--- config.mk ---
export PLATFORM = sky130hd
export DESIGN_NAME = aq32_kbbuf
export DESIGN_NICKNAME = d
export VERILOG_FILES = /design/src/hw/aq32_pkg.sv /design/src/hw/aq32_kbbuf.sv
export SDC_FILE = /design/constraint.sdc
export NUM_CORES = 1
export LEC_CHECK = 0
export BUFFER_PORTS_ARGS = -buffer_cell sky130_fd_sc_hd__buf_2
export CAP_MARGIN = 20
export CELL_PAD_IN_SITES_DETAIL_PLACEMENT = 1
export CELL_PAD_IN_SITES_GLOBAL_PLACEMENT = 1
export CORE_ASPECT_RATIO = 0.6
export CORE_MARGIN = 2
export CORE_UTILIZATION = 25
export DETAILED_ROUTE_END_ITERATION = 8
export PLACE_DENSITY = 0.44
export RECOVER_POWER = 100
export SLEW_MARGIN = 20
export SYNTH_ARGS = -nofsm -noshare
export SYNTH_HDL_FRONTEND = slang
export SYNTH_SLANG_ARGS = --single-unit
--- constraint.sdc ---
create_clock -name clk -period 3.8 [get_ports clk]
set_input_delay 0.19 -clock clk [delete_from_list [all_inputs] [get_ports clk]]
set_output_delay 0.19 -clock clk [all_outputs]
set_load 0.005 [all_outputs]
--- src/hw/aq32_pkg.sv ---
package aq32_pkg;

    //////////////////////////////
    // CPU bus
    //////////////////////////////
    typedef logic [31:0] addr_t;     // Byte address
    typedef logic [31:0] data_t;     // Data word
    typedef logic [3:0]  bytesel_t;  // One enable per byte lane

    //////////////////////////////
    // Peripheral fields
    //////////////////////////////

    // UART character, bit 8 is the flag bit
    typedef logic [8:0]  esp_data_t;

    typedef logic [8:0]  scrx_t;     // Horizontal scroll in pixels
    typedef logic [7:0]  line_t;     // Video line, Y scroll, IRQ line
    typedef logic [1:0]  gfx_mode_t;
    typedef logic [15:0] key_t;      // Keyboard buffer entry

    typedef logic [15:0] tram_word_t;  // Character and attribute

    //////////////////////////////
    // Address map
    //////////////////////////////

    // 4 KB pages, matched against address bits 31:12
    localparam logic [19:0] PAGE_REGS = 20'h00002;
    localparam logic [19:0] PAGE_TRAM = 20'h00006;

    // Register word offsets, address bits 7:2
    localparam logic [5:0] REG_ESPCTRL  = 6'h00;  // 0x2000
    localparam logic [5:0] REG_ESPDATA  = 6'h01;  // 0x2004
    localparam logic [5:0] REG_VCTRL    = 6'h02;  // 0x2008
    localparam logic [5:0] REG_VSCRX    = 6'h03;  // 0x200C
    localparam logic [5:0] REG_VSCRY    = 6'h04;  // 0x2010
    localparam logic [5:0] REG_VLINE    = 6'h05;  // 0x2014
    localparam logic [5:0] REG_VIRQLINE = 6'h06;  // 0x2018
    localparam logic [5:0] REG_KEYBUF   = 6'h07;  // 0x201C

    //////////////////////////////
    // ESP control register
    //////////////////////////////

    // Sticky flag positions, same bit reads status and clears it
    localparam int unsigned ESPCTRL_OVF_BIT  = 4;
    localparam int unsigned ESPCTRL_FERR_BIT = 3;

endpackage

--- src/hw/aq32_kbbuf.sv ---
`timescale 1ns/1ps

module aq32_kbbuf import aq32_pkg::*; #(
    parameter int KBBUF_DEPTH = 16
) (
    input  logic clk,
    input  logic reset,
    input  logic flush,

    input  key_t wrdata,
    input  logic wr_en,

    output key_t rddata,    // Head of the queue, valid while not empty
    input  logic rd_en,
    output logic empty
);

    localparam int AW = $clog2(KBBUF_DEPTH);
    localparam int CW = $clog2(KBBUF_DEPTH + 1);
    localparam logic [AW-1:0] LAST = AW'(KBBUF_DEPTH - 1);

    key_t          mem [KBBUF_DEPTH];
    logic [AW-1:0] wr_ptr;
    logic [AW-1:0] rd_ptr;
    logic [CW-1:0] count;
    logic          full;
    logic          do_wr;
    logic          do_rd;

    assign empty = (count == '0);
    assign full  = (count == CW'(KBBUF_DEPTH));

    // Drop keys when full, ignore pops when empty
    assign do_wr = wr_en && !full;
    assign do_rd = rd_en && !empty;

    assign rddata = mem[rd_ptr];  // Show-ahead

    always_ff @(posedge clk) begin
        if (do_wr) begin
            mem[wr_ptr] <= wrdata;
        end
    end

    always_ff @(posedge clk or posedge reset) begin
        if (reset) begin
            wr_ptr <= '0;
            rd_ptr <= '0;
            count  <= '0;
        end else if (flush) begin
            wr_ptr <= '0;
            rd_ptr <= '0;
            count  <= '0;
        end else begin
            if (do_wr) wr_ptr <= (wr_ptr == LAST) ? '0 : wr_ptr + 1'b1;
            if (do_rd) rd_ptr <= (rd_ptr == LAST) ? '0 : rd_ptr + 1'b1;

            // Fill level
            case ({do_wr, do_rd})
                2'b10:   count <= count + 1'b1;
                2'b01:   count <= count - 1'b1;
                default: count <= count;
            endcase
        end
    end

endmodule

After elaboration in Yosys (flattened, before gate mapping)
Memories as Yosys holds them, arrays and structs flattened.
Cells that the tools add are included.
{"block": "word_totals", "regBits": 13, "mem_bits_rw": 256, "in_bits": 21, "output_inout_bits": 17, "word_cells": 31, "mem_count": 1}
{"block": "op_classes", "add_sub_neg": 4, "eq_ne": 5, "mux": 10, "n_reduce_logical": 8}
{"name": "mem", "words": 16, "width": 16, "rd": 1, "rd_clocked_by_memory_dff": 0, "wr": 1, "line": "aq32_kbbuf.sv:22", "text": "key_t mem [KBBUF_DEPTH];"}
{"op": "$mux 4", "n": 6}
{"op": "$pmux 5 s2", "n": 1}
{"op": "$add 4x1->4 const B", "n": 2}
{"op": "$eq 4x4->1 const B", "n": 2}
{"op": "$add 5x1->5 const B", "n": 1}
{"op": "$eq 5x5->1 const B", "n": 1}
{"op": "$logic_not 5->1", "n": 1}
{"op": "$mux 5", "n": 1}
{"op": "$sub 5x1->5 const B", "n": 1}
{"op": "$reduce_bool 2->1", "n": 2}
{"op": "$reduce_bool 3->1", "n": 1}
{"op": "$eq 2x1->1 const B", "n": 1}
{"op": "$eq 2x2->1 const B", "n": 1}
{"op": "$logic_and 1x1->1", "n": 2}
{"op": "$logic_not 1->1", "n": 2}
{"op": "$mux 1", "n": 2}

Longest topological paths before layout
Gate-level depths: netlist (run 1).
{"block": "logic_depth", "depth_word": 6, "ltp_mapped": 10, "depth_no_buf": 8}

Least setup slack after synthesis (run 1)
OpenSTA, ideal clock, no wires.
{"block": "synth_timing", "path_kind": "reg-to-reg", "startpoint": "register count[4]", "endpoint": "memory mem[3][0] (netlist name), enable pin", "arrival_ps": 2398, "t_required_ps": 3391, "slack_ps": 993, "path_stages_with_launch": 6, "synth_period_minus_slack_ps": 2807, "cell_sequence": "dfrtp_1 > clkbuf_1 > a21boi_0 > clkbuf_1 > nand2_1 > nor3_1"}
{"block": "synth_via", "elab_chain_cells": 5}
{"item": "start: declaration", "line": "aq32_kbbuf.sv:25", "text": "logic [CW-1:0] count;"}
{"item": "start signal: assignment", "line": "aq32_kbbuf.sv:60", "text": "2'b10: count <= count + 1'b1;"}
{"item": "start signal: assignment", "line": "aq32_kbbuf.sv:61", "text": "2'b01: count <= count - 1'b1;"}
{"item": "start signal: assignment", "line": "aq32_kbbuf.sv:62", "text": "default: count <= count;"}
{"item": "$eq 5x5->1", "line": "aq32_kbbuf.sv:31", "text": "assign full = (count == CW'(KBBUF_DEPTH));"}
{"item": "$logic_not 1->1", "line": "aq32_kbbuf.sv:34", "text": "assign do_wr = wr_en && !full;"}
{"item": "$logic_and 1x1->1", "line": "aq32_kbbuf.sv:34"}
{"item": "$mux 1", "line": "aq32_kbbuf.sv:40", "text": "if (do_wr) begin"}
{"item": "$mux 1 (not written as such)", "line": "aq32_kbbuf.sv:41", "text": "mem[wr_ptr] <= wrdata;"}
{"item": "end: declaration", "line": "aq32_kbbuf.sv:22"}
Every way passes these cells.

Worst setup path in the final report (run 1)
{"block": "layout_timing", "startpoint": "register rd_ptr[1]", "endpoint": "output port rddata[11]"}
{"block": "layout_via", "elab_chain_cells": 1}
{"item": "start: declaration", "line": "aq32_kbbuf.sv:24", "text": "logic [AW-1:0] rd_ptr;"}
{"item": "start signal: assignment", "line": "aq32_kbbuf.sv:56", "text": "if (do_rd) rd_ptr <= (rd_ptr == LAST) ? '0 : rd_ptr + 1'b1;"}
{"item": "$mem_v2 16x16"}
{"item": "end: declaration", "line": "aq32_kbbuf.sv:13", "text": "output key_t rddata,"}
Every way passes these cells.

==> impl_metrics.tcl, run 1 <==
set metrics [dict create \
    status "complete, but fails checks" \
    violations "max-capacitance violations, max-slew violations" \
    numCtsBuffers 27 \
    worstPathCellList "clkbuf_2, mux4_2, mux4_2, clkbuf_1" \
    avgSynthCellArea_um2 22.14 \
    yosysSeqAreaShare_pct 75.89 \
    crit_required_ns 3.61 \
    mostFrequentLayoutCells "edfxtp_1, mux4_2, clkbuf_1, clkbuf_16, nor2_1" \
    grt_pass1_wl_um 39430 \
    routed.top_layer "met4" \
    yosys_warnings 0 \
    totalPowerFinal_mw 7.587 \
    met3_length_um 848 \
    die_w_um 269.3 \
    drt_wl_total_um 26460 \
    muxShareOfSynthArea_pct 17.40 \
    antenna_found_initial 0 \
    crit_family "multiplexers" \
    worst_skew_pair.late_latency_ns 0.55 \
    period_needed_ns 3.330 \
    p_per_area_mw_per_mm2 610.6 \
    synth_edf_count 256 \
    fin_hold_ws_ns 0.1260 \
    grt_max_degree 27 \
    synthAdderAreaFrac_pct 0.8295 \
    clock_path_buffers 3 \
    hpwl_um 14900 \
    cts_setup_buffers 0 \
    final_layout_size_suffix_gt1_share_pct 29.00 \
    crit_top_cell "mux4_2" \
    slew_headroom_pct -10.82 \
    syn_nets 505 \
    cts-root-buf "clkbuf_16" \
    gp_congestion 0.7243 \
    hold_viol 0 \
    synth_compound_area_share_pct 1.825 \
    crit_arrival_ns 3.14 \
    syn_area_mm2 0.01056 \
    die_area_mm2 0.04395 \
    synth_cell_types 38 \
    finalSetupViolCount 0 \
    fmaxAchievable_mhz 300.3 \
    drc 0 \
    die_h_um 163.2 \
    max-cap-violations 4 \
    fin_cells 1139 \
    num_vias 4990 \
    h-tree-depth 1 \
    nets 576 \
    diodes 0 \
    rsz0062_at_grt "false" \
    areaGrowthSynthToFinish_pct 17.68 \
    core_region_area_mm2 0.04180 \
    synth-seq-cells 269 \
    met2_length_um 12210 \
    start_kind "flip-flop" \
    row_count 58 \
    cp_num_buf_inv 2 \
    hold_path.class "input pin to flip-flop" \
    critPathKind "flip-flop to output port" \
    grtUsageTotal_pct 12.38 \
    fin_skew_ns 0.008295 \
    peakVddDrop_uv 277.3 \
    clk_pin_slew_worst_paths_ns 0.07 \
    final_common_cell "edfxtp_1" \
    viasPerCell 4.381 \
    slew_violations 68 \
    wl_per_cell_um 23.23 \
    endpoint_kind "output port" \
    met1_length_um 12960 \
    io_buffers 37 \
    drt_iter0_drc 338 \
    critPathMaxStageDelay_ns 0.87 \
    grt_pass1_vias 5574 \
    final.setup.tns_ns 0 \
    synth_cells 477 \
    gr-total-overflow 0 \
    p_leak_nw 3.782 \
    finalCritPeriodShare_pct 87.62 \
    cts_tree "done" \
    antenna_left 0 \
    ys.flop_type "edfxtp_1" \
    worst_pin_slew_ns 1.662 \
    worstPathMaxFanout 26 \
    slowest_stage "dfrtp_2" \
    ioPinCount 38 \
    async_reset_ff_share_pct 4.833 \
    placedCellCount 1082 \
    start_util_pct 25.26 \
    firstDrtPassIters 6 \
    cts_sinks 269 \
    synth-xor-area-share_pct 0.4147 \
    synth_top_family_by_area "multiplexers" \
    synth-simple-area-share_pct 2.358 \
]
## what timing repair did
item | in CTS | in global routing
hold buffers | 7 | 0
endpoints found under the setup margin | 0 | 0
gates resized for setup | 0 | 0
hold endpoints to repair | 76 | 0
## metal layers
layer	up-vias	GRT usage (%)
li1	2142	-
met1	2757	17.61
met2	56	19.73
met3	35	2.440
met4	0	2.626
met5	-	0
## synthesized netlist by cell type, types with 2 or more instances
cell      instances  area, um2
o211ai_2          2      25.02
a21oi_1           8      40.04
clkbuf_1         14      52.55
nand2b_1          2      12.51
nand2_1           8      30.03
or2_2             2      12.51
a21boi_0          2      15.01
buf_1             3      11.26
dfrtp_1          13      325.3
o21a_1            2      15.01
edfxtp_1        256       7687
o21ai_0           3      15.01
a31oi_1           2      12.51
ha_1              7      87.58
or3_1             3      18.77
buf_2             7      35.03
nor3_1            6      30.03
nand3_1           3      15.01
a21o_1            2      15.01
nor2_1           26      97.59
inv_1             5      18.77
xnor2_1           3      26.28
nor2b_1           2      12.51
mux4_2           80       1802
mux2i_1           2      20.02
xor2_1            2      17.52
## cell families after synthesis
kind of cell,Yosys count
buffers and inverters,31
AND/OR/NAND/NOR,55
multiplexers,83
adder cells (fa/ha/maj),7
XOR/XNOR,5
AO/OA/AOI/OAI,27
flip-flops,269
## state kept, by name, summed over array words and instances (netlist names)
| register | cells |
|---|---|
| count | 5 |
| mem | 256 |
| rd_ptr | 4 |
| wr_ptr | 4 |
## stage by stage
step / util (%) / setup WS, ns / cell area [um2]
final: 29.73 / 0.4704 / 12430
after global routing: 29.73 / 0.2778 / 12430
after CTS: 30.03 / 0.6362 / 12550
after detailed placement: 27.78 / 1.140 / 11610
after global placement: 27.78 / 1.202 / 11610
after floorplan: - / 0.9930 / 10560
## where the power goes
group          internal, mW  switching [mW]
Sequential             3.35           0.157
Clock                  1.51            1.16
Combinational         0.764           0.646
## final timing paths
path                           start  cells after the start  slack (ns)          to
setup reg to reg            count[1]                      6        0.53   mem[3][9]
setup / recovery           rd_ptr[1]                      4        0.47  rddata[11]
hold / removal                 wr_en                      3        0.13    count[4]
max in group asynchronous      reset                      3        3.19   rd_ptr[0]
min in group asynchronous      reset                      3        0.22   rd_ptr[1]
hold reg to reg             count[3]                      2        0.61    count[3]
## final cells by class
type | instances | area [um2]
repair buffers | 68 | 386.6
multi-input cells | 177 | 2422
fillers | 4275 | 29370
clock inverters | 21 | 186.4
inverters | 5 | 18.77
flip-flops and latches | 269 | 8015
well taps | 570 | 713.2
clock buffers | 29 | 683.2
## tightest hold or removal path, stage by stage
cell and delay [ns]:
buf_2 0.16, a221oi_1 0.10, nor3_1 0.17
No activity file was read; power rests on OpenSTA's default activity.
==> inputs of run 2 (changes only) <==
ABC_AREA = 1   (was not set)
PLACE_DENSITY = 0.46   (was 0.44)
==> run 2 against run 1 <==
Compared with the run above: the flow still finishes with violations (max-capacitance violations, max-slew violations); combinational power decreased by 6%; count of clock-buffer cells in the layout rose by 4; global-route usage grew 2.4 points; power shrank 0.67%; cell area grew 2.3%; register-to-register slack gained 0.12 ns; critical path type is now flip-flop to flip-flop; critical endpoint is now mem[11][2]; largest power group unchanged; highest routed layer unchanged.
==> impl_metrics.tcl, run 2 <==
set metrics [dict create \
    grt_pass1_wl_um 48900 \
    p_leak_nw 4.058 \
    worst_pin_slew_ns 1.900 \
    top_register "mem" \
    mostFrequentLayoutCells "edfxtp_1, nor2_1, o21ai_0, o221ai_1, nand2_1" \
    drt_iter0_drc 516 \
    place_ws_ns 1.369 \
    grt_pass1_vias 6965 \
    fin_skew_ns 0.02870 \
    grt_max_degree 130 \
    ioPinCount 38 \
    cts_setup_buffers 0 \
    cts_sinks 269 \
    synth_cells 820 \
    num_vias 6990 \
    die_h_um 165.2 \
    period_needed_ns 3.148 \
    synth_commonest_cells "edfxtp_1, nor2_1, o21ai_0, o221ai_1, nand2_1" \
    critPathKind "flip-flop to flip-flop" \
    regArea_mm2 0.008019 \
    seqPwrFrac_pct 45.1 \
    yosysMostFrequentCell "edfxtp_1" \
    start_util_pct 25.16 \
    firstDrtPassIters 4 \
    slew_violations 51 \
    setup_slack_ns 0.6524 \
    hold_viol 0 \
    avgSynthCellArea_um2 13.20 \
    row_count 59 \
    wl_per_cell_um 22.33 \
    die_w_um 272.7 \
    gp_congestion 0.7037 \
    antenna_left 0 \
    fin_hold_ws_ns 0.03914 \
    finalSetupViolCount 0 \
    power_frac_clock_pct 37.4 \
    synth.area.top_cells "edfxtp_1, o21ai_0, nor2_1" \
    clock_path_buffers 3 \
    async_reset_ff_share_pct 4.833 \
    clk_pin_slew_worst_paths_ns 0.06 \
    drc 0 \
    hpwl_um 18310 \
    worst_skew_pair.late_latency_ns 0.57 \
    areaGrowthSynthToFinish_pct 17.37 \
    status "complete, but fails checks" \
    switchingPower_mw 2.152 \
    final_common_cell "edfxtp_1" \
    largestRegisters "mem (256), count (5)" \
    start_kind "flip-flop" \
    final.setup.tns_ns 0 \
    peakVddDrop_uv 345.9 \
    slew_headroom_pct -26.70 \
    grtUsageTotal_pct 14.80 \
    ys.flop_type "edfxtp_1" \
    syn_nets 848 \
    core_region_area_mm2 0.04304 \
    yosysSeqAreaShare_pct 74.00 \
    yosys_warnings 0 \
    final_layout_size_suffix_gt1_share_pct 10.06 \
    antenna_found_initial 0 \
    endpoint_kind "flip-flop" \
    die_area_mm2 0.04505 \
    fill_cells 4609 \
    violations "max-capacitance violations, max-slew violations" \
    synth_edf_count 256 \
    syn_area_mm2 0.01083 \
    gr-total-overflow 0 \
    cts-root-buf "clkbuf_16" \
    h-tree-depth 1 \
    totalPowerFinal_mw 7.536 \
    hold_path.class "input pin to flip-flop" \
    largest_reg_flops 256 \
    r2r_slack_ns 0.65 \
    drt_wl_total_um 32940 \
    max-cap-violations 3 \
    worstPathMaxFanout 16 \
    switching_share_pct 28.56 \
    p_int_mw 5.383 \
    numCtsBuffers 27 \
    synth-seq-cells 269 \
    crit_required_ns 3.95 \
    viasPerCell 4.739 \
    fmaxAchievable_mhz 317.7 \
    cts_hold_buf 13 \
    io_buffers 37 \
    crit_arrival_ns 3.30 \
    cts_resized 0 \
    finalCritPeriodShare_pct 82.83 \
    synth_cell_types 30 \
    nets 903 \
    p_per_area_mw_per_mm2 593.0 \
    rsz0062_at_grt "false" \
    yosys.area.top_type "edfxtp_1" \
    cts_tree "done" \
    combPwrFrac_pct 17.6 \
    synth_top_area_share_pct 71.00 \
    multi_input_comb_area_mm2 0.002491 \
]
-- run 2: per-layer routing --
layer | wire length (um) | track usage (%)
met1 | 16730 | 21.67
met2 | 14560 | 22.92
met5 | 0 | 0
met4 | 463 | 2.622
met3 | 1188 | 2.820
-- run 2: logic make-up after synthesis --
family / Yosys count / synth area share [%]
flip-flops: 269 / 74.00
AND/OR/NAND/NOR: 239 / 9.290
AO/OA/AOI/OAI: 225 / 12.68
buffers and inverters: 78 / 3.062
XOR/XNOR: 2 / 0.1618
adder cells (fa/ha/maj): 7 / 0.8088
-- run 2: cell type report --
cell class                      instances  area share (%)
Clock buffer                           33           5.494
Multi-Input combinational cell        473           19.60
Inverter                               26          0.8172
Antenna cell                            1         0.01969
Clock inverter                         16           1.693
Tap cell                              579           5.701
Sequential cell                       269           63.10
Timing Repair Buffer                   78           3.574
-- run 2: worst max-delay path, stage by stage (launching register included) --
cell and delay (ns):
dfrtp_1 0.47, nor2_1 0.11, nand3_1 0.10, nand2_1 0.24, clkinvlp_2 0.35, nand2_1 0.20, nor2_2 0.11, clkbuf_1 1.14
-- run 2: power by group through the flow --
stage	clock network (mW)	logic [mW]	registers, mW
after global placement	0	1.39	3.46
after global routing	3.01	1.51	3.40
after detailed placement	0	1.39	3.46
final	2.82	1.33	3.40
after CTS	2.90	1.40	3.39
after floorplan	0	0.866	3.44
-- run 2: final timing paths --
check,end,depth (start not counted),startpoint
worst max register to register,mem[11][2],7,count[0]
worst max-delay path,mem[11][2],7,count[0]
worst min-delay path,rd_ptr[2],4,rd_en
min in group asynchronous,count[0],3,reset
worst min register to register,count[4],2,count[4]
max in group asynchronous,rd_ptr[0],3,reset
-- run 2: stage by stage --
step           instances  utilization [%]  cell area [um2]
6_report            1475            29.53            12710
2_1_floorplan        820                -            10830
3_5_place_dp        1412            27.40            11790
3_3_place_gp        1412            27.40            11790
4_1_cts             1474            29.83            12840
5_1_grt             1474            29.52            12710
