### src/hw/aq32_pkg.sv
package aq32_pkg;

    //////////////////////////////
    // CPU bus
    //////////////////////////////
    typedef logic [31:0] addr_t;     // Byte address
    typedef logic [31:0] data_t;     // Data word
    typedef logic [3:0]  bytesel_t;  // One enable per byte lane

    //////////////////////////////
    // Peripheral fields
    //////////////////////////////

    // UART character, bit 8 is the flag bit
    typedef logic [8:0]  esp_data_t;

    typedef logic [8:0]  scrx_t;     // Horizontal scroll in pixels
    typedef logic [7:0]  line_t;     // Video line, Y scroll, IRQ line
    typedef logic [1:0]  gfx_mode_t;
    typedef logic [15:0] key_t;      // Keyboard buffer entry

    typedef logic [15:0] tram_word_t;  // Character and attribute

    //////////////////////////////
    // Address map
    //////////////////////////////

    // 4 KB pages, matched against address bits 31:12
    localparam logic [19:0] PAGE_REGS = 20'h00002;
    localparam logic [19:0] PAGE_TRAM = 20'h00006;

    // Register word offsets, address bits 7:2
    localparam logic [5:0] REG_ESPCTRL  = 6'h00;  // 0x2000
    localparam logic [5:0] REG_ESPDATA  = 6'h01;  // 0x2004
    localparam logic [5:0] REG_VCTRL    = 6'h02;  // 0x2008
    localparam logic [5:0] REG_VSCRX    = 6'h03;  // 0x200C
    localparam logic [5:0] REG_VSCRY    = 6'h04;  // 0x2010
    localparam logic [5:0] REG_VLINE    = 6'h05;  // 0x2014
    localparam logic [5:0] REG_VIRQLINE = 6'h06;  // 0x2018
    localparam logic [5:0] REG_KEYBUF   = 6'h07;  // 0x201C

    //////////////////////////////
    // ESP control register
    //////////////////////////////

    // Sticky flag positions, same bit reads status and clears it
    localparam int unsigned ESPCTRL_OVF_BIT  = 4;
    localparam int unsigned ESPCTRL_FERR_BIT = 3;

endpackage

### src/hw/aq32_regs.sv
`timescale 1ns/1ps

module aq32_regs import aq32_pkg::*; (
    input  logic      clk,
    input  logic      reset,

    // From the bus fabric
    input  logic      regs_sel,
    input  logic      cpu_wren,
    input  addr_t     cpu_addr,
    input  data_t     cpu_wrdata,
    output data_t     regs_rddata,

    // ESP UART FIFOs
    output esp_data_t esp_tx_data,
    output logic      esp_tx_wr,
    input  logic      esp_tx_full,
    input  esp_data_t esp_rx_data,
    output logic      esp_rx_rd,
    input  logic      esp_rx_empty,
    input  logic      esp_rx_overflow,
    input  logic      esp_rx_framing_error,

    // Keyboard buffer
    output logic      kbbuf_rd,
    output logic      kbbuf_flush,
    input  key_t      kbbuf_rddata,
    input  logic      kbbuf_empty,

    // Video control
    input  line_t     vline,
    output logic      vctrl_80_columns,
    output logic      vctrl_text_priority,
    output logic      vctrl_sprites_enable,
    output gfx_mode_t vctrl_gfx_mode,
    output logic      vctrl_text_enable,
    output scrx_t     vscrx,
    output line_t     vscry,
    output line_t     virqline
);

    logic [5:0] offset;
    logic       sel_espctrl;
    logic       sel_espdata;
    logic       sel_vctrl;
    logic       sel_vscrx;
    logic       sel_vscry;
    logic       sel_virqline;
    logic       sel_keybuf;
    logic       rx_ovf;         // Sticky RX FIFO overflow
    logic       rx_ferr;        // Sticky framing error

    //////////////////////////////
    // Offset decode
    //////////////////////////////
    assign offset = cpu_addr[7:2];

    assign sel_espctrl  = regs_sel && (offset == REG_ESPCTRL);
    assign sel_espdata  = regs_sel && (offset == REG_ESPDATA);
    assign sel_vctrl    = regs_sel && (offset == REG_VCTRL);
    assign sel_vscrx    = regs_sel && (offset == REG_VSCRX);
    assign sel_vscry    = regs_sel && (offset == REG_VSCRY);
    assign sel_virqline = regs_sel && (offset == REG_VIRQLINE);
    assign sel_keybuf   = regs_sel && (offset == REG_KEYBUF);

    // Peripheral strobes, one per strobe cycle
    assign esp_tx_data = cpu_wrdata[8:0];
    assign esp_tx_wr   = sel_espdata && cpu_wren;
    assign esp_rx_rd   = sel_espdata && !cpu_wren;
    assign kbbuf_rd    = sel_keybuf && !cpu_wren;   // Pop on read
    assign kbbuf_flush = sel_keybuf && cpu_wren;    // Any write empties it

    //////////////////////////////
    // Control registers
    //////////////////////////////
    always_ff @(posedge clk or posedge reset) begin
        if (reset) begin
            rx_ovf               <= 1'b0;
            rx_ferr              <= 1'b0;
            vctrl_80_columns     <= 1'b0;
            vctrl_text_priority  <= 1'b0;
            vctrl_sprites_enable <= 1'b0;
            vctrl_gfx_mode       <= '0;
            vctrl_text_enable    <= 1'b0;
            vscrx                <= '0;
            vscry                <= '0;
            virqline             <= '0;
        end else begin
            if (cpu_wren) begin
                if (sel_espctrl) begin
                    // Write 1 to clear
                    rx_ovf  <= rx_ovf && !cpu_wrdata[ESPCTRL_OVF_BIT];
                    rx_ferr <= rx_ferr && !cpu_wrdata[ESPCTRL_FERR_BIT];
                end
                if (sel_vctrl) begin
                    vctrl_80_columns     <= cpu_wrdata[6];
                    vctrl_text_priority  <= cpu_wrdata[4];
                    vctrl_sprites_enable <= cpu_wrdata[3];
                    vctrl_gfx_mode       <= cpu_wrdata[2:1];
                    vctrl_text_enable    <= cpu_wrdata[0];
                end
                if (sel_vscrx)    vscrx    <= cpu_wrdata[8:0];
                if (sel_vscry)    vscry    <= cpu_wrdata[7:0];
                if (sel_virqline) virqline <= cpu_wrdata[7:0];
            end

            // A new event wins over a clear in the same cycle
            if (esp_rx_overflow)      rx_ovf  <= 1'b1;
            if (esp_rx_framing_error) rx_ferr <= 1'b1;
        end
    end

    //////////////////////////////
    // Read words
    //////////////////////////////
    always_comb begin
        regs_rddata = '0;
        case (offset)
            REG_ESPCTRL: begin
                regs_rddata[ESPCTRL_OVF_BIT]  = rx_ovf;
                regs_rddata[ESPCTRL_FERR_BIT] = rx_ferr;
                regs_rddata[1]                = esp_tx_full;
                regs_rddata[0]                = !esp_rx_empty;  // RX data available
            end
            REG_ESPDATA:  regs_rddata = {23'b0, esp_rx_data};
            REG_VCTRL: begin
                regs_rddata = {25'b0, vctrl_80_columns, 1'b0, vctrl_text_priority,
                               vctrl_sprites_enable, vctrl_gfx_mode, vctrl_text_enable};
            end
            REG_VSCRX:    regs_rddata = {23'b0, vscrx};
            REG_VSCRY:    regs_rddata = {24'b0, vscry};
            REG_VLINE:    regs_rddata = {24'b0, vline};
            REG_VIRQLINE: regs_rddata = {24'b0, virqline};
            REG_KEYBUF:   regs_rddata = {kbbuf_empty, 15'b0, kbbuf_rddata};
            default:      regs_rddata = '0;
        endcase
    end

endmodule

### config.mk
export PLATFORM = sky130hd
export DESIGN_NAME = aq32_regs
export DESIGN_NICKNAME = d
export VERILOG_FILES = /design/src/hw/aq32_pkg.sv /design/src/hw/aq32_regs.sv
export SDC_FILE = /design/constraint.sdc
export NUM_CORES = 1
export LEC_CHECK = 0
export ABC_AREA = 0
export BUFFER_PORTS_ARGS = -buffer_cell sky130_fd_sc_hd__buf_2
export CAP_MARGIN = 10
export CORE_ASPECT_RATIO = 0.8
export CORE_UTILIZATION = 38
export DETAILED_ROUTE_END_ITERATION = 10
export PLACE_DENSITY = 0.89
export SYNTH_ARGS = -nofsm -noshare
export SYNTH_HDL_FRONTEND = slang
export SYNTH_SLANG_ARGS = --single-unit
### constraint.sdc
create_clock -name clk -period 2.21 [get_ports clk]
set_input_delay 0.3315 -clock clk [delete_from_list [all_inputs] [get_ports clk]]
set_output_delay 0.3315 -clock clk [all_outputs]
set_load 0.02 [all_outputs]
Yosys cells after proc, flatten, opt, wreduce, memory -nomap -nowiden

Cells that the tools add are included.

Register bits after elaboration: 33
Word-level logic and storage cells: 55

Multiplexer cells: 10
Reduce and logical (&&, ||, !) cells: 28
Equal/unequal tests: 7

Operators with widths:

| kind               | number |
|---|---|
| $pmux 27 s7        | 1 |
| $pmux 2 s8         | 2 |
| $eq 6x3->1 const B | 4 |
| $logic_and 1x1->1  | 13 |
| $eq 6x2->1 const B | 2 |
| $reduce_and 2->1   | 6 |
| $reduce_bool 2->1  | 4 |
| $pmux 1 s7         | 1 |
| $eq 6x1->1 const B | 1 |
| $logic_not 6->1    | 1 |
| $mux 1             | 6 |
| $logic_not 1->1    | 4 |

Depth between registers and ports, before layout

Gate-level depths: netlist (run 1).

Depth in word-level cells: 5
Gate-level depth with buffers: 7
Depth with buffers taken out: 4

Least setup slack after synthesis (run 1)

OpenSTA, ideal clock, no wires.

Path type: input -> output
Start: input cpu_addr[2]
End: output regs_rddata[1]
Arrival: 1.732 ns
Path slack: 0.147 ns
Stages: 7
Path buffers: 3
Cell sequence: clkbuf_1 > buf_2 > buf_2 > mux2i_1 > o211ai_1 > o21ai_0 > a21oi_1

Longest elaborated chain between the ends: 2

RTL lines:

| element                                  | line             | source |
|---|---|---|
| from (decl)                              | aq32_regs.sv:10  | `input addr_t cpu_addr,` |
| $eq 6x3->1, or another cell as far along | aq32_regs.sv:118 | `case (offset)` |
| $pmux 2 s8 *                             | aq32_regs.sv:118 |  |
| to (decl)                                | aq32_regs.sv:12  | `output data_t regs_rddata,` |

Mark *: on every way between the ends. The rest lies on a longest branch, timed or not.

Worst setup path in the final report (run 1)

Start: input cpu_addr[7]
End: output regs_rddata[5]

Longest elaborated chain between the ends: 2

RTL lines:

| element                                  | line |
|---|---|
| $eq 6x3->1, or another cell as far along | aq32_regs.sv:118 |
| $pmux 27 s7 *                            | aq32_regs.sv:118 |

Marks and branches as above.

==> flow_metrics.py, run 1 <==
metrics = {
    "status": {
        "status": "finished clean",
    },
    "sta": {
        "report.final.hold_viol_count": 0,
        "rsz0062_at_grt": "false",
        "layout_setup_ws_ns": 0.105,
        "setup-violations-final": 0,
        "timing.final.crit_period_ns": 2.10,
        "finClkSkew_ns": 0,
        "setup_tns_ns": 0,
        "max_clock_freq_mhz": 475,
        "report.final.slew_viol_count": 0,
        "final_min_period_over_clock_period_pct": 95.2,
    },
    "clock_network": {
        "cts.clk_slew.worst_paths_ns": 0.07,
        "numClockSinks": 33,
        "cts_htree_levels": 2,
        "total_clock_buffers_created_by_cts": 5,
        "cts_buffer_depth": 2,
        "tritoncts": "built",
        "root_buffer": "clkbuf_8",
        "worstSkewPairLatency_ns": 0.28,
        "postCtsSetupBuffers": 0,
    },
    "hold_path": {
        "timing.hold.worst.class": "in -> async",
    },
    "final_layout": {
        "antenna_cells": 0,
        "final_util_pct": 54.6,
        "layout-area-overhead-vs-synth_pct": 33.9,
        "num-nets-final": 421,
        "fin_cells": 378,
        "post_route_cells_drive_above_1_share_pct": 57.3,
    },
    "setup_path": {
        "cp_cell_sequence": "buf_2 > or3_1 > nor3_1 > buf_4 > nand2_1 > o221ai_1 > buf_2",
        "worst_path_largest_cell_delay_ns": 0.50,
        "critPathLaunchType": "primary input",
        "critPathMostFrequentCell": "buf_2",
        "path_delay_family": "simple AND/OR/NAND/NOR gates",
        "crit_buf_inv": 3,
        "slowest_stage": "or3_1",
        "timing.critical_path.required_ns": 1.88,
        "end_kind": "primary output",
        "critPathArrivalTime_ns": 1.77,
        "timing.setup.critical_path_class": "in -> out",
        "worst-path-max-fanout": 6,
    },
    "floorplan": {
        "start_util_pct": 40.8,
        "area_of_the_core_mm2": 0.00515,
        "die_h_um": 68.5,
        "die-width_um": 85.2,
        "die-area_mm2": 0.00583,
        "pin_count": 182,
        "rows": 23,
    },
    "detailed_routing": {
        "num_vias": 1932,
        "drt_iter0_markers": 61,
        "initial_drt_pass_iterations": 4,
        "ant_nets": 0,
        "drt-wirelength-per-cell_um": 16.7,
        "postRouteWirelength_mm": 6.29,
        "drt_drc_violations_left": 0,
        "avgViaCountPerCell": 5.11,
    },
    "grt": {
        "largest_net_degree_at_the_start_of_global_routing": 34,
        "antenna_found_initial": 0,
        "globalRoute.totalOverflow": 0,
        "grtUsageTotal_pct": 22.1,
        "via_count_of_the_first_global_routing_pass": 1856,
        "first_pass_grt_wire_length_mm": 9.44,
    },
    "yosys": {
        "synth_cells": 197,
        "ys_top_cells_by_area": "dfrtp_1 39%, mux2_2 19%, buf_4 8.6%",
        "synth_largest_area_cell": "dfrtp_1",
        "synth.lib_cells_used.distinct": 34,
        "synth_seq_cells": 33,
        "proportion_of_synthesized_chip_area_in_sequential_cells_pct": 39.3,
        "netlist_area_mm2": 0.00210,
        "post_synth.cell_area_avg_um2": 10.7,
        "synth.yosys.warnings": 0,
        "synth_top_area_share_pct": 39.3,
    },
    "place": {
        "routability_cong": 0.812,
        "post-dp-hpwl_mm": 4.90,
        "place_inst": 370,
        "dp_slack_ns": 0.0469,
        "buffer_ports.inserted": 117,
    },
    "pwr": {
        "p_leak_nw": 1.58,
        "irDropWorstVdd_v": 0.000309,
        "design_power_total_mw": 1.66,
        "power-per-cell-area_mw_per_mm2": 590,
    },
    "flow_run": {
        "timing.max_cap.violations": 0,
    },
}
## layer usage
metal | part of all wire (%) | track usage, % | vias to the layer above | wire, um
met5 | 0 | 0 | - | 0
met4 | 1.4 | 6.57 | 0 | 91
met3 | 7.6 | 5.71 | 10 | 477
met2 | 49 | 40.1 | 98 | 3100
met1 | 42 | 26.2 | 929 | 2630
li1 | - | - | 895 | -
## through the flow
stage                     cell area [um^2]  hold WS (ns)
final                                 2810         0.129
after floorplan                       2150         0.424
after global routing                  2810         0.175
after CTS                             2810         0.139
after global placement                2700         0.438
after detailed placement              2700         0.454
## cells in the mapped netlist
cell type / count
a21oi_1: 4
nand2_1: 9
mux2_2: 35
o2bb2ai_1: 1
inv_1: 4
a21o_1: 4
nor3_1: 5
nand3_1: 7
mux2i_1: 8
nor2b_1: 3
or3_1: 1
or2_2: 1
nand3b_1: 1
nor4_4: 1
and3_1: 3
a22o_1: 3
o22ai_1: 2
o211ai_1: 3
and2_1: 8
buf_1: 1
a22oi_1: 3
dfrtp_1: 33
clkbuf_1: 4
o221ai_1: 2
buf_6: 1
conb_1: 1
buf_4: 24
buf_2: 5
nand4_1: 2
o21ai_0: 4
mux4_2: 4
nand2b_1: 2
inv_2: 1
nor2_1: 7
## state kept, by name, summed over array words and instances (netlist names)
| name | flops |
|---|---|
| vctrl_text_priority | 1 |
| rx_ovf | 1 |
| vctrl_text_enable | 1 |
| vscry | 8 |
| vctrl_sprites_enable | 1 |
| virqline | 8 |
| vctrl_80_columns | 1 |
| vctrl_gfx_mode | 2 |
| vscrx | 9 |
| rx_ferr | 1 |
## layout make-up
type,count,area (um^2)
well taps,62,77.6
repair buffers,132,701
multi-input cells,138,1070
inverters,5,18.8
fillers,459,2340
clock inverters,1,30.0
flip-flops and latches,33,826
clock buffers,7,86.3
## worst min-delay path, stage by stage
cell   delay, ns
buf_2       0.10
inv_1       0.04
buf_4       0.38
## worst paths after layout
kind	start	endpoint	slack [ns]	cells after the start
max	cpu_addr[7]	regs_rddata[5]	0.11	7
min	reset	vctrl_gfx_mode[0]	0.13	3
max reg2reg	vscry[3]	vscry[3]	1.41	1
min reg2reg	rx_ferr	rx_ferr	0.48	1
max in group asynchronous	reset	virqline[0]	1.76	3
min in group clk	esp_rx_overflow	rx_ovf	0.22	2
## cell usage in the layout (no fill, tap or decap), types with 5 or more instances in the layout
cell        n
clkbuf_8    6
and2_1      8
nand3_1     7
nor3_1      5
mux2_2     35
nor2_1      7
nand2_1     9
conb_1     15
buf_4      15
dfrtp_1    33
mux2i_1     8
buf_2     116
## repair_timing
| action | CTS | global route |
|---|---|---|
| endpoints found under the setup margin | 0 | 1 |
| gates resized for setup | 0 | 1 |
| hold buffers | 0 | 0 |
## report_power, final
| part | switching, mW | internal, mW |
|---|---|---|
| Combinational | 0.227 | 0.160 |
| Sequential | 0.0353 | 0.651 |
| Clock | 0.221 | 0.368 |
## kinds of logic after synthesis
logic type	after synthesis	share of synthesized area (%)
AOI/OAI and AO/OA	26	8.57
buffers and inverters	40	12.1
DFF	33	39.3
muxes	47	26.8
other	1	0.178
and+or+nand+nor	50	13.0
Power figures use the tool's default switching activity.
==> run 2: changes to the inputs <==
--- a/config.mk
+++ b/config.mk
@@ -9,9 +9,9 @@
 export BUFFER_PORTS_ARGS = -buffer_cell sky130_fd_sc_hd__buf_2
 export CAP_MARGIN = 10
 export CORE_ASPECT_RATIO = 0.8
-export CORE_UTILIZATION = 38
+export CORE_UTILIZATION = 35
 export DETAILED_ROUTE_END_ITERATION = 10
-export PLACE_DENSITY = 0.89
+export PLACE_DENSITY = 0.87
 export SYNTH_ARGS = -nofsm -noshare
 export SYNTH_HDL_FRONTEND = slang
 export SYNTH_SLANG_ARGS = --single-unit
==> constraint.sdc (replaced) <==
create_clock -name clk -period 1.8 [get_ports clk]
set_input_delay 0.27 -clock clk [delete_from_list [all_inputs] [get_ports clk]]
set_output_delay 0.27 -clock clk [all_outputs]
set_load 0.02 [all_outputs]
==> flow_metrics.py, run 2 (synthesized netlist as in run 1, its figures left out) <==
metrics = {
    "status": {
        "status": "finished clean",
    },
    "sta": {
        "timing.final.crit_period_ns": 1.78,
        "rsz0062_at_grt": "true",
        "max_clock_freq_mhz": 561,
        "report.final.hold_viol_count": 0,
        "finClkSkew_ns": 0,
        "final_min_period_over_clock_period_pct": 99.0,
        "report.final.slew_viol_count": 0,
        "setup_tns_ns": 0,
        "setup-violations-final": 0,
        "hold_ws_ns": 0.0706,
    },
    "setup_path": {
        "crit_path_end": "regs_rddata[2]",
        "cp_cell_sequence": "mux4_2 > nand3_2 > o211ai_1 > buf_4",
        "critPathLaunchType": "flop",
        "r2r-end": "virqline[6]",
        "timing.critical_path.from": "vscry[2]",
        "rrSetupSlack_ns": 0.90,
        "critPathArrivalTime_ns": 1.51,
        "r2r_cells": 2,
        "worst-path-max-fanout": 3,
        "slowest_stage": "mux4_2",
        "timing.setup.critical_path_class": "reg -> out",
        "worst_r2r_startpoint": "virqline[6]",
        "worst_path_largest_cell_delay_ns": 0.48,
        "timing.critical_path.required_ns": 1.53,
        "end_kind": "primary output",
    },
    "final_layout": {
        "layout_commonest_cell": "buf_2",
        "fin_cells": 408,
        "layout-area-overhead-vs-synth_pct": 45.6,
        "multi_input_area_mm2": 0.00113,
        "mostFrequentLayoutCells": "107 x buf_2, 35 x mux2_2, 35 x buf_4",
        "post_route_cells_drive_above_1_share_pct": 63.2,
        "largest_register_ff_count": 9,
        "register_area_um2": 826,
        "filler_cell_count": 525,
        "max_flop_register": "vscrx",
        "num-nets-final": 434,
        "largest_registers": "vscrx: 9 flops, virqline: 8 flops, vscry: 8 flops",
    },
    "clock_network": {
        "cts.clk_slew.worst_paths_ns": 0.07,
        "holdBufCountCts": 0,
        "worstSkewPairLatency_ns": 0.29,
        "tritoncts": "built",
        "cts_buffer_depth": 2,
        "total_clock_buffers_created_by_cts": 5,
        "root_buffer": "clkbuf_8",
        "numClockSinks": 33,
        "cts_htree_levels": 2,
    },
    "grt": {
        "globalRoute.totalOverflow": 0,
        "largest_net_degree_at_the_start_of_global_routing": 34,
        "via_count_of_the_first_global_routing_pass": 1980,
        "first_pass_grt_wire_length_mm": 9.66,
        "antenna_found_initial": 1,
        "grtUsageTotal_pct": 20.7,
    },
    "floorplan": {
        "rows": 24,
        "die-width_um": 88.6,
        "die-area_mm2": 0.00632,
        "die_h_um": 71.3,
        "pin_count": 182,
        "start_util_pct": 37.4,
        "area_of_the_core_mm2": 0.00562,
    },
    "pwr": {
        "power.switching_uw": 619,
        "swShare_pct": 28.3,
        "power.sequential.fraction_pct": 38.4,
        "power-per-cell-area_mw_per_mm2": 715,
        "irDropWorstVdd_v": 0.000502,
        "share_comb_of_total_power_pct": 23.2,
        "p_int_mw": 1.57,
        "power.share.clock_pct": 38.3,
        "design_power_total_mw": 2.19,
        "p_leak_nw": 1.67,
    },
    "detailed_routing": {
        "initial_drt_pass_iterations": 4,
        "num_vias": 1994,
        "drt-wirelength-per-cell_um": 15.7,
        "ant_nets": 0,
        "avgViaCountPerCell": 4.89,
        "drt_iter0_markers": 59,
        "drt_drc_violations_left": 0,
        "postRouteWirelength_mm": 6.41,
    },
    "place": {
        "place_inst": 396,
        "buffer_ports.inserted": 117,
        "post-dp-hpwl_mm": 5.00,
        "routability_cong": 0.786,
    },
    "hold_path": {
        "timing.hold.worst.class": "in -> async",
    },
    "flow_run": {
        "timing.max_cap.violations": 0,
    },
}
[run 2: cell count changes in the layout (fill, tap and decap cells not counted), moves of 2 or more]
cell     previous run  this run
buf_4              15        35
buf_2             116       107
a21oi_1             4         1
a21oi_2             0         3
nor3_1              5         2
buf_12              0         2
nand3_1             7         5
nand3_2             0         2
nor2b_1             3         1
nor2b_2             0         2
nor3_2              0         2
[run 2: layer usage]
metal	wire (um)	up-vias	global-route usage [%]
li1	-	924	-
met1	2750	964	25.4
met2	3160	94	36.1
met3	382	12	3.80
met4	124	0	8.06
met5	0	-	0
[run 2: cell type report]
type	instances	share of cell area, %
antenna	1	0.0818
inverter	5	0.613
multi-input combinational	138	37.0
timing repair buffer	145	27.8
clock buffer	5	2.25
tap	78	3.19
sequential	33	27.0
clock inverter	3	2.13
[run 2: worst max-delay path, delay by kind of cell (launching register included)]
family,cells,cell delay (ns)
mux,1,0.48
flops,1,0.39
buf+inv,1,0.16
simple gates,1,0.10
compound gates,1,0.08
[run 2: through the flow]
stage                     area (um^2)  util [%]  worst slack, ns
after floorplan                  2170         -          0.00109
after global placement           2830      50.4           -0.112
after detailed placement         2830      50.4           -0.141
after CTS                        2980      53.1           0.0115
after global routing             3060      54.5          -0.0654
final                            3060      54.5           0.0188
[run 2: power groups by stage]
stage	registers, mW	logic [mW]	clock network, mW
after floorplan	0.920	0.258	0
after global placement	0.852	0.483	0
after detailed placement	0.856	0.493	0
after CTS	0.842	0.497	0.856
after global routing	0.850	0.549	0.879
final	0.841	0.508	0.838
[run 2: worst min path at each step]
stage	startpoint	endpoint	slack, ns	cells after the start
after floorplan	esp_rx_framing_error	rx_ferr	0.36	1
after detailed placement	reset	vscry[0]	0.41	3
after CTS	reset	vscry[0]	0.09	3
after global routing	reset	virqline[2]	0.12	3
final	reset	vscry[0]	0.07	3
after global placement	reset	virqline[2]	0.38	3
[run 2: repair_timing]
item / CTS / global route
pin swaps: 0 / 7
resized for setup: 5 / 16
setup buffers: 0 / 4
setup endpoints to repair: 13 / 14
gates cloned: 0 / 0
